### config.mk
export PLATFORM = sky130hd
export DESIGN_NAME = rr_arbiter
export DESIGN_NICKNAME = d
export VERILOG_FILES = /design/src/rtl/mem_pkg.sv /design/src/rtl/rr_arbiter.sv
export SDC_FILE = /design/constraint.sdc
export NUM_CORES = 1
export LEC_CHECK = 0
export BUFFER_PORTS_ARGS = -buffer_cell sky130_fd_sc_hd__buf_2
export CORE_ASPECT_RATIO = 1.2
export CORE_UTILIZATION = 22
export DETAILED_ROUTE_END_ITERATION = 10
export GPL_TIMING_DRIVEN = 0
export HOLD_SLACK_MARGIN = 0.12
export PLACE_DENSITY = 0.77
export SETUP_SLACK_MARGIN = 0.1
export SYNTH_ARGS = -nofsm -noshare
export SYNTH_HDL_FRONTEND = slang
export SYNTH_SLANG_ARGS = --single-unit
### constraint.sdc
create_clock -name clk_i -period 1.6 [get_ports clk_i]
set_clock_uncertainty 0.2 [all_clocks]
set_input_delay 0.32 -clock clk_i [delete_from_list [all_inputs] [get_ports clk_i]]
set_output_delay 0.32 -clock clk_i [all_outputs]
set_load 0.005 [all_outputs]
### src/rtl/mem_pkg.sv
package mem_pkg;

  // request opcodes, loads first.
  typedef enum logic [3:0] {
    LW  = 4'd0,
    LH  = 4'd1,
    LB  = 4'd2,
    LHU = 4'd3,
    LBU = 4'd4,
    SW  = 4'd5,
    SH  = 4'd6,
    SB  = 4'd7
  } op_e;

  typedef logic [31:0] data_t; // one memory word.
  typedef logic [3:0]  mask_t; // one bit per byte lane.

  // stores write the array and answer with zero data.
  function automatic logic is_store(input op_e op);
    case (op)
      SW, SH, SB: return 1'b1;
      default:    return 1'b0;
    endcase
  endfunction

endpackage

### src/rtl/rr_arbiter.sv
module rr_arbiter #(
  parameter int addr_width_p = 12
) (
  input  logic                    clk_i,
  input  logic                    reset_i,
  input  logic                    req_v_a_i,
  input  logic                    req_we_a_i,
  input  logic [addr_width_p-3:0] req_addr_a_i,
  input  mem_pkg::data_t          req_wdata_a_i,
  input  mem_pkg::mask_t          req_mask_a_i,
  output logic                    grant_a_o,
  input  logic                    req_v_b_i,
  input  logic                    req_we_b_i,
  input  logic [addr_width_p-3:0] req_addr_b_i,
  input  mem_pkg::data_t          req_wdata_b_i,
  input  mem_pkg::mask_t          req_mask_b_i,
  output logic                    grant_b_o,
  output logic                    v_o,
  output logic                    we_o,
  output logic [addr_width_p-3:0] addr_o,
  output mem_pkg::data_t          wdata_o,
  output mem_pkg::mask_t          mask_o,
  output logic                    src_o
);

  logic prio_r; // port that wins a tie.

  assign grant_a_o = req_v_a_i & (~prio_r | ~req_v_b_i);
  assign grant_b_o = req_v_b_i & (prio_r | ~req_v_a_i);

  always_ff @(posedge clk_i) begin
    if (reset_i) begin
      prio_r <= 1'b0;
    end else if (grant_a_o) begin
      prio_r <= 1'b1;
    end else if (grant_b_o) begin
      prio_r <= 1'b0;
    end
  end

  assign v_o     = req_v_a_i | req_v_b_i;
  assign src_o   = grant_b_o;
  assign we_o    = src_o ? req_we_b_i : req_we_a_i;
  assign addr_o  = src_o ? req_addr_b_i : req_addr_a_i;
  assign wdata_o = src_o ? req_wdata_b_i : req_wdata_a_i;
  assign mask_o  = src_o ? req_mask_b_i : req_mask_a_i;

  // a held request that loses once wins the next cycle.
  a_no_starve_a: assert property (@(posedge clk_i) disable iff (reset_i)
    (req_v_a_i && !grant_a_o) |=> (!req_v_a_i || grant_a_o));

  a_no_starve_b: assert property (@(posedge clk_i) disable iff (reset_i)
    (req_v_b_i && !grant_b_o) |=> (!req_v_b_i || grant_b_o));

endmodule

==> results_dict.tcl <==
set metrics [dict create \
    grt_max_degree 11 \
    slew_violations 0 \
    avgSynthCellArea_um2 11.8 \
    netlist_instances 61 \
    setup.worst_path.end_class "primary output" \
    ys_seq_area_share_pct 2.77 \
    multi_input_area_um2 746 \
    gp_congestion 0.756 \
    ant_nets 0 \
    cp.arrival_ps 1260 \
    io-pin-count 149 \
    ctsHoldBuffers 0 \
    io_buffers 148 \
    largest_register_ffs 1 \
    place_hpwl_mm 3.01 \
    drc 0 \
    period_minus_slack_ps 1780 \
    finalSetupTns_ps -7150 \
    yosysWarnings 0 \
    ir_drop_mv 0.232 \
    fin_total_pwr_w 0.000721 \
    maxCapViolCount 0 \
    top_regs "prio_r x1" \
    pwr-share-seq_pct 4.0 \
    nNetsFinal 319 \
    yosysMostFrequentCell "mux2_2" \
    clkPwrFrac_pct 0 \
    hold_ws_ps 280 \
    clkTransAtPathRegs_ps 0 \
    final_layout_size_suffix_gt1_share_pct 98.6 \
    setup_ws_ps -183 \
    yosysTopAreaCell "mux2_2" \
    fin_util_pct 66.0 \
    grt_util_all_layers_pct 19.4 \
    fin_crit_sh_pct 111 \
    async_reset_ff_share_pct 0 \
    start_kind "primary input" \
    grt_pass1_wl_mm 5.04 \
    p_per_area_nw_per_um2 354 \
    rsz0062_at_grt "yes" \
    fmax_mhz 561 \
    intPower_w 0.000502 \
    grt_remaining_overflow 0 \
    timing_worst_setup_path_type "in2out" \
    dr.pass1.iters 2 \
    finalSetupViolations 47 \
    postPlaceCellArea_um2 1520 \
    synth.net_count 159 \
    grt_pass1_vias 1156 \
    leakagePower_nw 1.22 \
    fp-row-count 22 \
    wl_per_cell_um 16.6 \
    synth_edf_count 0 \
    clock_latency_ps 0 \
    die_h_um 64.8 \
    finalHoldViolCount 0 \
    antenna_found_initial 1 \
    dieArea_um2 3520 \
    routed_wl_mm 4.25 \
    maxSlewHeadroom_pct 91.6 \
    synth_area_leaders "mux2_2 44%, mux2_4 40%, buf_6 4.7%" \
    synth.cell_area_um2 722 \
    netlist_top_cells_count "28 x mux2_2, 19 x mux2_4, 3 x buf_6, 2 x buf_2" \
    start_util_pct 23.4 \
    status "finished with violations" \
    netSwitchingPower_w 0.000219 \
    area_growth_pct 182 \
    synth_top_area_share_pct 43.7 \
    critPathRequiredTime_ps 1080 \
    post_drt_via_cell_ratio 4.57 \
    p_sw_share_pct 30.4 \
    ff_latch_area_um2 21.3 \
    violations "negative setup slack" \
    die_x_um 54.3 \
    fill_cells 249 \
    drtIter0Drc 13 \
    path_max_fanout 5 \
    regMostFlops "prio_r" \
    ys_seq_elements 1 \
    vias 1169 \
    design_area_um2 2030 \
    min_path_type "in2reg" \
    synth-main-ff-cell "dfxtp_1" \
    combinationalPowerShare_pct 96.0 \
    tightest_slew_ps 126 \
    core_um2 3080 \
    yosysUniqueCellTypes 13 \
]
-- final cells by class --
cell class	count	area share (%)
Antenna cell	1	0.123
Inverter	1	0.185
Multi-Input combinational cell	53	36.7
Timing Repair Buffer	158	55.2
Sequential cell	1	1.05
Tap cell	36	2.21
Buffer	6	4.55
-- cell usage in the layout, fill, tap and decap left out, types with 2 or more instances in the layout --
master	count
buf_12	2
buf_16	2
buf_2	112
buf_4	6
buf_6	36
buf_8	4
clkbuf_16	2
mux2_2	3
mux2_4	44
-- metal layers --
layer / up-vias / part of all wire (%) / GRT usage (%)
li1: 544 / - / -
met1: 529 / 29 / 16.4
met2: 94 / 58 / 44.1
met3: 2 / 13 / 3.05
met4: 0 / 0.49 / 0
met5: - / 0 / 0
-- cell families after synthesis --
logic type | share of synthesized area [%]
muxes | 83.2
buffers and inverters | 7.63
and+or+nand+nor | 4.68
AOI/OAI and AO/OA | 1.73
DFF | 2.77
-- worst max-delay path, stage by stage --
cell,delay (ps)
buf_8,100
nand2b_4,70
nand2_4,60
buf_6,130
clkbuf_16,150
mux2_4,310
buf_6,120
-- metrics by stage --
stage | setup slack, ps | std cells
2_1_floorplan | -8.98 | 61
3_3_place_gp | -281 | 245
3_5_place_dp | -268 | 245
4_1_cts | -182 | 253
5_1_grt | -202 | 256
6_report | -183 | 256
-- power groups by stage --
| stage | clock (W) | combinational (W) | sequential [W] |
|---|---|---|---|
| floorplan | 0 | 0.000220 | 0.0000281 |
| global placement | 0 | 0.000453 | 0.0000283 |
| detailed placement | 0 | 0.000458 | 0.0000284 |
| CTS | 0 | 0.000576 | 0.0000283 |
| global route | 0.0000000000836 | 0.000735 | 0.0000293 |
| finish | 0.0000000000837 | 0.000692 | 0.0000288 |
-- path summary, 6_finish.rpt --
kind / from / end / slack [ps] / depth (start not counted)
max: req_v_a_i / wdata_o[4] / -180 / 7
max reg2reg: prio_r / prio_r / 530 / 4
min reg2reg: prio_r / prio_r / 350 / 2
min: reset_i / prio_r / 280 / 2
-- repair_timing --
action                                  in CTS  in global routing
gates resized for setup                     36                 45
pin swaps                                    1                  1
buffers inserted                             5                  2
cloned                                       3                  2
endpoints found under the setup margin      49                 49
Power figures use the tool's default switching activity.
