**src/rtl/mem_pkg.sv**
```systemverilog
package mem_pkg;

  // request opcodes, loads first.
  typedef enum logic [3:0] {
    LW  = 4'd0,
    LH  = 4'd1,
    LB  = 4'd2,
    LHU = 4'd3,
    LBU = 4'd4,
    SW  = 4'd5,
    SH  = 4'd6,
    SB  = 4'd7
  } op_e;

  typedef logic [31:0] data_t; // one memory word.
  typedef logic [3:0]  mask_t; // one bit per byte lane.

  // stores write the array and answer with zero data.
  function automatic logic is_store(input op_e op);
    case (op)
      SW, SH, SB: return 1'b1;
      default:    return 1'b0;
    endcase
  endfunction

endpackage

```
**src/rtl/lane_align.sv**
```systemverilog
module lane_align (
  input  mem_pkg::op_e   op_i,
  input  logic [1:0]     byte_off_i,
  input  mem_pkg::data_t store_data_i,
  output mem_pkg::data_t store_data_o,
  output mem_pkg::mask_t store_mask_o,
  input  mem_pkg::data_t load_word_i,
  output mem_pkg::data_t load_data_o
);

  logic [7:0]  byte_sel;
  logic [15:0] half_sel;

  // store side, replicate the payload across lanes and mask by offset.
  always_comb begin
    store_data_o = '0;
    store_mask_o = '0;
    case (op_i)
      mem_pkg::SW: begin
        store_data_o = store_data_i;
        store_mask_o = 4'b1111;
      end
      mem_pkg::SH: begin
        store_data_o = {2{store_data_i[15:0]}};
        store_mask_o = byte_off_i[1] ? 4'b1100 : 4'b0011;
      end
      mem_pkg::SB: begin
        store_data_o = {4{store_data_i[7:0]}};
        store_mask_o = 4'b0001 << byte_off_i;
      end
      default: begin
        store_mask_o = '0; // loads write nothing.
      end
    endcase
  end

  // load side.
  assign byte_sel = load_word_i[8*byte_off_i +: 8];
  assign half_sel = load_word_i[16*byte_off_i[1] +: 16];

  always_comb begin
    case (op_i)
      mem_pkg::LW: begin
        load_data_o = load_word_i;
      end
      mem_pkg::LH: begin
        load_data_o = {{16{half_sel[15]}}, half_sel};
      end
      mem_pkg::LB: begin
        load_data_o = {{24{byte_sel[7]}}, byte_sel};
      end
      mem_pkg::LHU: begin
        load_data_o = {16'b0, half_sel};
      end
      mem_pkg::LBU: begin
        load_data_o = {24'b0, byte_sel};
      end
      default: begin
        load_data_o = '0;
      end
    endcase
  end

endmodule

```
**src/rtl/client_port.sv**
```systemverilog
module client_port #(
  parameter int addr_width_p    = 12,
  parameter int id_width_p      = 4,
  parameter int pending_depth_p = 4,
  parameter int port_id_p       = 0
) (
  input  logic                    clk_i,
  input  logic                    reset_i,
  input  logic                    v_i,
  output logic                    ready_o,
  input  mem_pkg::op_e            op_i,
  input  logic [addr_width_p-1:0] addr_i,
  input  mem_pkg::data_t          data_i,
  input  logic [id_width_p-1:0]   id_i,
  output logic                    v_o,
  input  logic                    yumi_i,
  output logic [id_width_p-1:0]   id_o,
  output mem_pkg::data_t          data_o,
  output logic                    mem_v_o,
  input  logic                    grant_i,
  output logic                    mem_we_o,
  output logic [addr_width_p-3:0] mem_addr_o,
  output mem_pkg::data_t          mem_wdata_o,
  output mem_pkg::mask_t          mem_mask_o,
  input  logic                    rd_v_i,
  input  logic                    rd_src_i,
  input  mem_pkg::data_t          rd_data_i
);

  localparam int ptr_width_lp = (pending_depth_p > 1) ? $clog2(pending_depth_p) : 1;
  localparam int cnt_width_lp = $clog2(pending_depth_p + 1);
  localparam logic [cnt_width_lp-1:0] full_lp = cnt_width_lp'(pending_depth_p);

  logic accept;
  logic issue;
  logic rd_mine;
  logic consume;
  logic [cnt_width_lp-1:0] credit_r;

  mem_pkg::data_t st_data;
  mem_pkg::mask_t st_mask;
  mem_pkg::data_t ld_data;

  logic                    iss_v_r;
  logic                    iss_we_r;
  logic [addr_width_p-3:0] iss_addr_r;
  mem_pkg::data_t          iss_data_r;
  mem_pkg::mask_t          iss_mask_r;
  logic [id_width_p-1:0]   iss_id_r;
  mem_pkg::op_e            iss_op_r;
  logic [1:0]              iss_off_r;

  // pending queue in issue order.
  logic [id_width_p-1:0]   pend_id_q  [pending_depth_p];
  mem_pkg::op_e            pend_op_q  [pending_depth_p];
  logic [1:0]              pend_off_q [pending_depth_p];
  logic [ptr_width_lp-1:0] pend_wr_r;
  logic [ptr_width_lp-1:0] pend_rd_r;
  logic [cnt_width_lp-1:0] pend_cnt_r;

  // result queue toward the client.
  logic [id_width_p-1:0]   res_id_q   [pending_depth_p];
  mem_pkg::data_t          res_data_q [pending_depth_p];
  logic [ptr_width_lp-1:0] res_wr_r;
  logic [ptr_width_lp-1:0] res_rd_r;
  logic [cnt_width_lp-1:0] res_cnt_r;

  function automatic logic [ptr_width_lp-1:0] next_ptr(input logic [ptr_width_lp-1:0] p);
    return (p == ptr_width_lp'(pending_depth_p - 1)) ? '0 : p + 1'b1;
  endfunction

  // credits cover the issue slot, the pending queue and the result queue.
  assign ready_o = (credit_r != full_lp) & (~iss_v_r | grant_i);
  assign accept  = v_i & ready_o;
  assign issue   = iss_v_r & grant_i;
  assign rd_mine = rd_v_i & (rd_src_i == 1'(port_id_p));
  assign consume = v_o & yumi_i;

  always_ff @(posedge clk_i) begin
    if (reset_i) begin
      credit_r <= '0;
    end else begin
      credit_r <= credit_r + cnt_width_lp'(accept) - cnt_width_lp'(consume);
    end
  end

  lane_align u_st_align (
    .op_i         (op_i),
    .byte_off_i   (addr_i[1:0]),
    .store_data_i (data_i),
    .store_data_o (st_data),
    .store_mask_o (st_mask),
    .load_word_i  ('0),
    .load_data_o  ()
  );

  always_ff @(posedge clk_i) begin
    if (reset_i) begin
      iss_v_r <= 1'b0;
    end else begin
      iss_v_r <= accept | (iss_v_r & ~grant_i);
    end
  end

  always_ff @(posedge clk_i) begin
    if (accept) begin
      iss_we_r   <= mem_pkg::is_store(op_i);
      iss_addr_r <= addr_i[addr_width_p-1:2]; // low bits go to the lane logic.
      iss_data_r <= st_data;
      iss_mask_r <= st_mask;
      iss_id_r   <= id_i;
      iss_op_r   <= op_i;
      iss_off_r  <= addr_i[1:0];
    end
  end

  assign mem_v_o     = iss_v_r;
  assign mem_we_o    = iss_we_r;
  assign mem_addr_o  = iss_addr_r;
  assign mem_wdata_o = iss_data_r;
  assign mem_mask_o  = iss_mask_r;

  always_ff @(posedge clk_i) begin
    if (reset_i) begin
      pend_wr_r  <= '0;
      pend_rd_r  <= '0;
      pend_cnt_r <= '0;
    end else begin
      if (issue) pend_wr_r <= next_ptr(pend_wr_r);
      if (rd_mine) pend_rd_r <= next_ptr(pend_rd_r);
      pend_cnt_r <= pend_cnt_r + cnt_width_lp'(issue) - cnt_width_lp'(rd_mine);
    end
  end

  always_ff @(posedge clk_i) begin
    if (issue) begin
      pend_id_q[pend_wr_r]  <= iss_id_r;
      pend_op_q[pend_wr_r]  <= iss_op_r;
      pend_off_q[pend_wr_r] <= iss_off_r;
    end
  end

  lane_align u_ld_align (
    .op_i         (pend_op_q[pend_rd_r]),
    .byte_off_i   (pend_off_q[pend_rd_r]),
    .store_data_i ('0),
    .store_data_o (),
    .store_mask_o (),
    .load_word_i  (rd_data_i),
    .load_data_o  (ld_data)
  );

  always_ff @(posedge clk_i) begin
    if (reset_i) begin
      res_wr_r  <= '0;
      res_rd_r  <= '0;
      res_cnt_r <= '0;
    end else begin
      if (rd_mine) res_wr_r <= next_ptr(res_wr_r);
      if (consume) res_rd_r <= next_ptr(res_rd_r);
      res_cnt_r <= res_cnt_r + cnt_width_lp'(rd_mine) - cnt_width_lp'(consume);
    end
  end

  always_ff @(posedge clk_i) begin
    if (rd_mine) begin
      res_id_q[res_wr_r]   <= pend_id_q[pend_rd_r];
      res_data_q[res_wr_r] <= mem_pkg::is_store(pend_op_q[pend_rd_r]) ? '0 : ld_data;
    end
  end

  assign v_o    = (res_cnt_r != '0);
  assign id_o   = res_id_q[res_rd_r];
  assign data_o = res_data_q[res_rd_r];

  a_credit_split: assert property (@(posedge clk_i) disable iff (reset_i)
    (credit_r <= full_lp) &&
    (credit_r == cnt_width_lp'(iss_v_r) + pend_cnt_r + res_cnt_r));

  // memory latency is fixed, so a beat always has its pending entry.
  a_beat_has_entry: assert property (@(posedge clk_i) disable iff (reset_i)
    rd_mine |-> (pend_cnt_r != '0));

  a_resp_hold: assert property (@(posedge clk_i) disable iff (reset_i)
    (v_o && !yumi_i) |=> (v_o && $stable(id_o) && $stable(data_o)));

endmodule

```
**config.mk**
```make
export PLATFORM = sky130hd
export DESIGN_NAME = client_port
export DESIGN_NICKNAME = d
export VERILOG_FILES = /design/src/rtl/mem_pkg.sv /design/src/rtl/lane_align.sv /design/src/rtl/client_port.sv
export SDC_FILE = /design/constraint.sdc
export NUM_CORES = 1
export LEC_CHECK = 0
export CAP_MARGIN = 25
export CORE_MARGIN = 5
export CORE_UTILIZATION = 55
export DETAILED_ROUTE_END_ITERATION = 10
export DONT_BUFFER_PORTS = 1
export PLACE_DENSITY = 0.78
export SLEW_MARGIN = 20
export SYNTH_ARGS = -nofsm -noshare
export SYNTH_HDL_FRONTEND = slang
export SYNTH_HIERARCHICAL = 1
export SYNTH_SLANG_ARGS = --single-unit
export TNS_END_PERCENT = 10
```
**constraint.sdc**
```tcl
create_clock -name clk_i -period 3.09 [get_ports clk_i]
set_clock_uncertainty 0.1 [all_clocks]
set_input_delay 0.309 -clock clk_i [delete_from_list [all_inputs] [get_ports clk_i]]
set_output_delay 0.309 -clock clk_i [all_outputs]
set_load 0.01 [all_outputs]
```
==> results of run 1 <==
[through the flow]
| stage | worst slack [ns] | hold WS, ns | area (µm²) | power (mW) | setup TNS [ns] |
|---|---|---|---|---|---|
| after floorplan | 0.0706 | 0.278 | 11100 | 5.44 | 0 |
| after global placement | 0.103 | 0.280 | 11300 | 5.65 | 0 |
| after detailed placement | -0.0877 | 0.282 | 11300 | 5.73 | -0.351 |
| after CTS | 0.117 | 0.00157 | 12700 | 9.09 | 0 |
| after global routing | 0.0159 | 0.0413 | 12700 | 9.39 | 0 |
| final | 0.133 | 0.0188 | 12700 | 8.99 | 0 |
[registers in the layout (all words and copies together) (netlist names), named ones only]
signal,count
pend_id_q,16
mem_we_o,1
res_id_q,16
res_cnt_r,3
mem_addr_o,10
iss_off_r,2
mem_v_o,1
pend_off_q,8
res_wr_r,2
mem_wdata_o,32
res_data_q,128
iss_id_r,4
pend_wr_r,2
pend_rd_r,2
pend_op_q,16
iss_op_r,4
credit_r,3
res_rd_r,2
mem_mask_o,4
[area by class of cell]
cell class | count | area [µm²]
Sequential cell | 260 | 7620
Fill cell | 1423 | 7330
Multi-Input combinational cell | 327 | 3160
Clock buffer | 32 | 704
Timing Repair Buffer | 65 | 623
Tap cell | 270 | 338
Clock inverter | 16 | 209
Inverter | 15 | 56.3
[power by group]
part / internal [mW] / total [mW] / leakage, nW / switching [mW]
Sequential: 4.18 / 4.36 / 2.45 / 0.184
Combinational: 0.589 / 1.34 / 1.45 / 0.752
Clock: 2.04 / 3.29 / 0.450 / 1.25
[critical path: stages, from the launching register on]
cell	delay (ns)
dfxtp_1	0.36
buf_4	0.22
mux4_1	0.75
nor4b_1	0.51
and2_1	0.41
a221o_1	0.19
a21boi_2	0.24
[per-layer routing]
layer  global-route usage [%]  share of wire (%)
met4                     3.77                1.2
met5                        0                  0
met2                     35.2                 52
met1                     24.1                 36
met3                     6.96                 11
[repair_timing]
item	4_1_cts	5_1_grt
buffers inserted	0	0
hold buffers	49	0
resized for setup	1	1
endpoints found under the setup margin	4	4
gates cloned	0	0
hold endpoints to repair	76	0
[path summary, 6_finish.rpt]
path,startpoint,cells after the start,slack [ns],endpoint
max,flop,6,0.13,res_data_q[1][10]$_DFFE_PP_
min reg2reg,res_rd_r[0]$_SDFFE_PP0N_,2,0.39,flop
max reg2reg,flop,6,0.13,res_data_q[1][10]$_DFFE_PP_
min,yumi_i,3,0.02,flop
==> key figures, run 1 <==
Outcome
  • Status: complete, no violations

Timing
  • Worst-Margin Slew: 0.989 ns
  • RSZ-0062 raised after global routing: false
  • Final Cycle Share: between 90 and 100%
  • Clock period minus worst slack: roughly 3.0 ns
  • Final Max Tran Viols: 0
  • Final Hold Viols: 0
  • Fmax: between 300 and 400 MHz
  • Final setup fails: 0
  • Max-slew headroom: 34.0%

Power and ir drop
  • Leakage power: 4.36 nW
  • Pwr Density: roughly 700 mW/mm²
  • Peak supply drop: 0.841 mV

Clock network
  • TritonCTS Buffers: 26
  • Clock root cell: clkbuf_16
  • Worst skew pair latency: slightly above 0.5 ns
  • H-Tree Depth: 1
  • TritonCTS clock tree: built
  • Max clock buf depth: 3
  • CTS sink cnt: 260
  • Clk slew on worst S/H paths: around 0.06 ns

Setup path
  • Critical path endpoint category: flop
  • Crit path max fanout: 9
  • CP arrival: roughly 3.2 ns
  • CP required: 3.33 ns
  • Startpoint Class: flop
  • Critical setup path kind: reg -> reg

GRT
  • First-pass GRT wire length: approximately 36,000 µm
  • Tot GR Track Use: 19.9%
  • Largest net degree at the start of global routing: 58
  • Vias in the first global route: 6,350
  • Congestion Overflow GR: 0
  • Initial antenna violation count: 0

Synth
  • Warning count from the yosys run: 6
  • Synthesized area: 0.0111 mm²
  • Mean post-synth cell area: 17.2 µm²
  • Cell count after synthesis: 645
  • Syn_nets: between 700 and 800

Placement
  • DP HPWL: around 15,000 µm
  • I/O Buffers: 0
  • RePlAce Congestion: 0.822
  • Placed Cells: roughly 890

Route
  • Pre-antenna DRT Iters: 5
  • Number of DRC markers in iteration 0: 456
  • WL final: 23,500 µm
  • DRC Markers: 0
  • WL/cell: between 20 and 25 µm
  • Via count: 5,923
  • Vias per inst: 6.01
  • Remaining antenna violation count: 0

Floorplanning
  • I/O pin cnt: between 150 and 200
  • Die X: ~150 µm
  • Core area: around 0.020 mm²
  • Die Y: ~150 µm
  • Die area: 0.0232 mm²
  • Starting Density: a little under three fifths
  • Rows: 52

Layout
  • Synth-to-Final Area Change: 14.4%
  • Ant diodes: 0
  • Layout Nets: 802
  • Ratio of cells with drive above 1 in the final layout: 20.7%
  • Most frequent cells in the layout: 241 x edfxtp_1, 49 x dlygate4sd3_1, 47 x mux4_2
  • Commonest non-fill, non-tap cell in the layout: edfxtp_1
  • Final Util: a little under two thirds
  • Finished Layout Cells: a little under 1,000

Hold path
  • Hold crit path type: in -> reg

Run
  • # Max-Cap Violations: 0
Note: power is estimated with default switching activity, not from simulation.
==> run 2, diff against run 1 <==
- RECOVER_POWER: default -> 50
- SLEW_MARGIN: 20 -> 40
- SYNTH_HIERARCHICAL: 1 -> default
==> run 2 against run 1 <==
Effect of this change:
- register-to-register slack better by 0.06 ns
- sequential power is essentially flat
- final cell count fell by 5.7%
- flip-flop and latch count did not move
- critical endpoint is now res_data_q[2][19]$_DFFE_PP_
- largest cell class unchanged
==> key figures, run 2 <==
Power and ir drop
  • Switch share: 24.4% (+0.080 points)
  • Peak supply drop: 0.430 mV (-49%)
  • Reported net switching power: 2.14 mW (-2.4%)
  • Final Power: 8.75 mW (-2.7%)
  • Clock Power Share: 36.2% (-0.4 points)
  • Seq pwr share: 49.7% (+1.2 points)
  • Pwr Density: 708 mW/mm² (about the same)
  • Cell Int Power: 6.61 mW (-2.8%)
  • Logic gate share of total power: 14.1% (-0.8 points)
  • Leakage power: 4.23 nW (-2.9%)

Hold path
  • Hold crit path type: in -> reg

Clock network
  • TritonCTS Buffers: 25 (-3.8%)
  • Worst skew pair latency: 0.51 ns (about the same)
  • Clock root cell: clkbuf_16
  • Clk slew on worst S/H paths: 0.06 ns (about the same)
  • Max clock buf depth: 3 (unchanged)
  • CTS sink cnt: 260 (unchanged)
  • TritonCTS clock tree: built
  • H-Tree Depth: 1 (unchanged)

Placement
  • RePlAce Congestion: 0.820 (-0.27%)
  • DP Worst Slack: 0.0621 ns (+0.150 ns)
  • DP HPWL: 14,400 µm (-5.1%)
  • I/O Buffers: 0 (unchanged)

Synth
  • Yosys reg bits: 260
  • Ys flop type: edfxtp_1
  • Mean post-synth cell area: 17.8 µm² (+3.4%)
  • Leading area contributor after synthesis: edfxtp_1
  • Synthesized area: 0.0105 mm² (-5.4%)
  • Synth cell count leaders: 241 x edfxtp_1, 43 x mux4_2, 36 x a21oi_1
  • Top cells by area, synth: edfxtp_1 69%, mux4_2 9.2%, dfxtp_1 3.6%, mux2i_1 2.6%, a21oi_1 1.7%
  • Post-synth ARST share: 0%
  • Yosys cell types: 43
  • Cell count after synthesis: 590 (-8.5%)
  • Sequential area share after synthesis: between 70% and 80%
  • Syn_nets: 697 (-7.3%)
  • Number of flops mapped to enable cells by yosys: 241
  • Top cell type's share of synthesized area: a little under 70%
  • Warning count from the yosys run: 0 (-6)
  • Count leader, synth: edfxtp_1

Timing
  • Max-slew headroom: 26.1% (-7.9 points)
  • Clock period minus worst slack: 2.90 ns (-0.0611 ns)
  • Final Cycle Share: 93.7% (-2.0 points)
  • Final Hold Viols: 0 (unchanged)
  • Final setup fails: 0 (unchanged)
  • Fmax: 345 MHz (+2.1%)
  • RSZ-0062 raised after global routing: false
  • Final Max Tran Viols: 0 (unchanged)
  • Setup TNS: 0 ns (unchanged)
  • Setup WS post-layout: 0.194 ns (+0.0611 ns)
  • Worst-Margin Slew: 1.11 ns (+0.119 ns)

Layout
  • Commonest non-fill, non-tap cell in the layout: edfxtp_1
  • Synth-to-Final Area Change: 17.6%
  • Largest Register: res_data_q
  • Ant diodes: 0 (unchanged)
  • Max FFs per register: 128 (unchanged)
  • Ratio of cells with drive above 1 in the final layout: 15.4% (-5.3 points)
  • Most frequent cells in the layout: 241 x edfxtp_1, 73 x dlygate4sd3_1, 43 x mux4_2
  • Layout Nets: 784 (-2.2%)

GRT
  • Initial antenna violation count: 0 (unchanged)
  • First-pass GRT wire length: 35,300 µm (-2.8%)
  • Largest net degree at the start of global routing: 59 (+1.7%)
  • Vias in the first global route: 6,011 (-5.3%)
  • Congestion Overflow GR: 0 (unchanged)
  • Tot GR Track Use: 20.8% (+0.88 points)

Route
  • Number of DRC markers in iteration 0: 439 (-3.7%)
  • Remaining antenna violation count: 0 (unchanged)
  • Vias per inst: 6.14 (+2.1%)
  • Pre-antenna DRT Iters: 5 (unchanged)
  • WL final: 23,000 µm (-2.0%)
  • Via count: 5,706 (-3.7%)
  • DRC Markers: 0 (unchanged)
  • WL/cell: 24.8 µm (+4.0%)

Floorplanning
  • Die Y: 148 µm (-2.6%)
  • Die X: 148 µm (-2.6%)
  • Starting Density: 56.0% (+0.54 points)
  • I/O pin cnt: 177 (unchanged)
  • Rows: 50 (-3.8%)
  • Core area: 0.0188 mm² (-6.3%)
  • Die area: 0.0220 mm² (-5.1%)

Setup path
  • Crit path max fanout: 17 (+8)
  • Worst path max stage delay: 0.70 ns (-0.05 ns)
  • Critical path endpoint category: flop
  • Critical setup path kind: reg -> reg
  • Startpoint Class: flop
  • CP arrival: 3.05 ns (-0.15 ns)
  • Crit-path cells: mux4_1 -> or3b_1 -> nor2b_4 -> a21oi_1 -> o21ai_0
  • Crit-path leading delay family: simple AND/OR/NAND/NOR gates
  • CP required: 3.25 ns (-0.08 ns)
  • Buf/Inv on CP: 0 (-1)
  • Slowest CP cell: mux4_1

Outcome
  • Status: complete, no violations

Run
  • # Max-Cap Violations: 0 (unchanged)
run 2: logic make-up after synthesis:
family / after synthesis / share of synthesized area (%)
flops: 260 / 72.5
fa+ha+maj: 16 / 2.05
xor+xnor: 5 / 0.417
compound gates: 101 / 5.96
buf+inv: 41 / 1.88
simple gates: 92 / 4.48
mux: 75 / 12.7
run 2: cell type report:
cell class / instances / area [µm²]
multi-input combinational: 289 / 2700
fill: 1202 / 6400
inverter: 14 / 52.6
clock buffer: 31 / 678
sequential: 260 / 7620
timing repair buffer: 87 / 838
clock inverter: 14 / 185
tap: 234 / 293
run 2: power groups by stage:
stage,Sequential (mW),Combinational (mW),Clock (mW)
after floorplan,4.36,0.931,0
after global routing,4.37,1.36,3.38
after global placement,4.40,1.12,0
after CTS,4.34,1.26,3.21
after detailed placement,4.41,1.17,0
final,4.34,1.24,3.17
run 2: final timing paths:
check                                                from                     endpoint  slack [ns]  depth (start not counted)
worst max register to register                       flop  res_data_q[2][19]$_DFFE_PP_        0.19                          5
worst max-delay path                                 flop  res_data_q[2][19]$_DFFE_PP_        0.19                          5
worst min register to register  pend_rd_r[1]$_SDFFE_PP0P_    pend_rd_r[1]$_SDFFE_PP0P_        0.40                          2
worst min-delay path                         rd_data_i[0]   res_data_q[3][0]$_DFFE_PP_        0.04                          2
run 2: routing by layer:
layer  wire (µm)  vias to the layer above  track usage (%)
met5           0                        -                0
met2       11900                      330             37.0
met4         482                        0             4.62
met1        8070                     2814             25.3
li1            -                     2516                -
met3        2590                       46             6.34
run 2: what timing repair did:
item	4_1_cts	5_1_grt
hold endpoints to repair	99	0
buffers inserted	0	0
setup endpoints to repair	0	64
gates resized for setup	0	1
hold buffers	73	0
run 2: per-stage QoR:
stage	hold slack, ns	cell area [µm²]	utilization, %	std cells
finish	0.0421	12400	65.9	929
global route	0.0412	12400	65.9	929
CTS	0.0131	12400	65.9	929
detailed placement	0.283	10800	57.4	811
global placement	0.279	10800	57.4	811
floorplan	0.278	10500	-	590
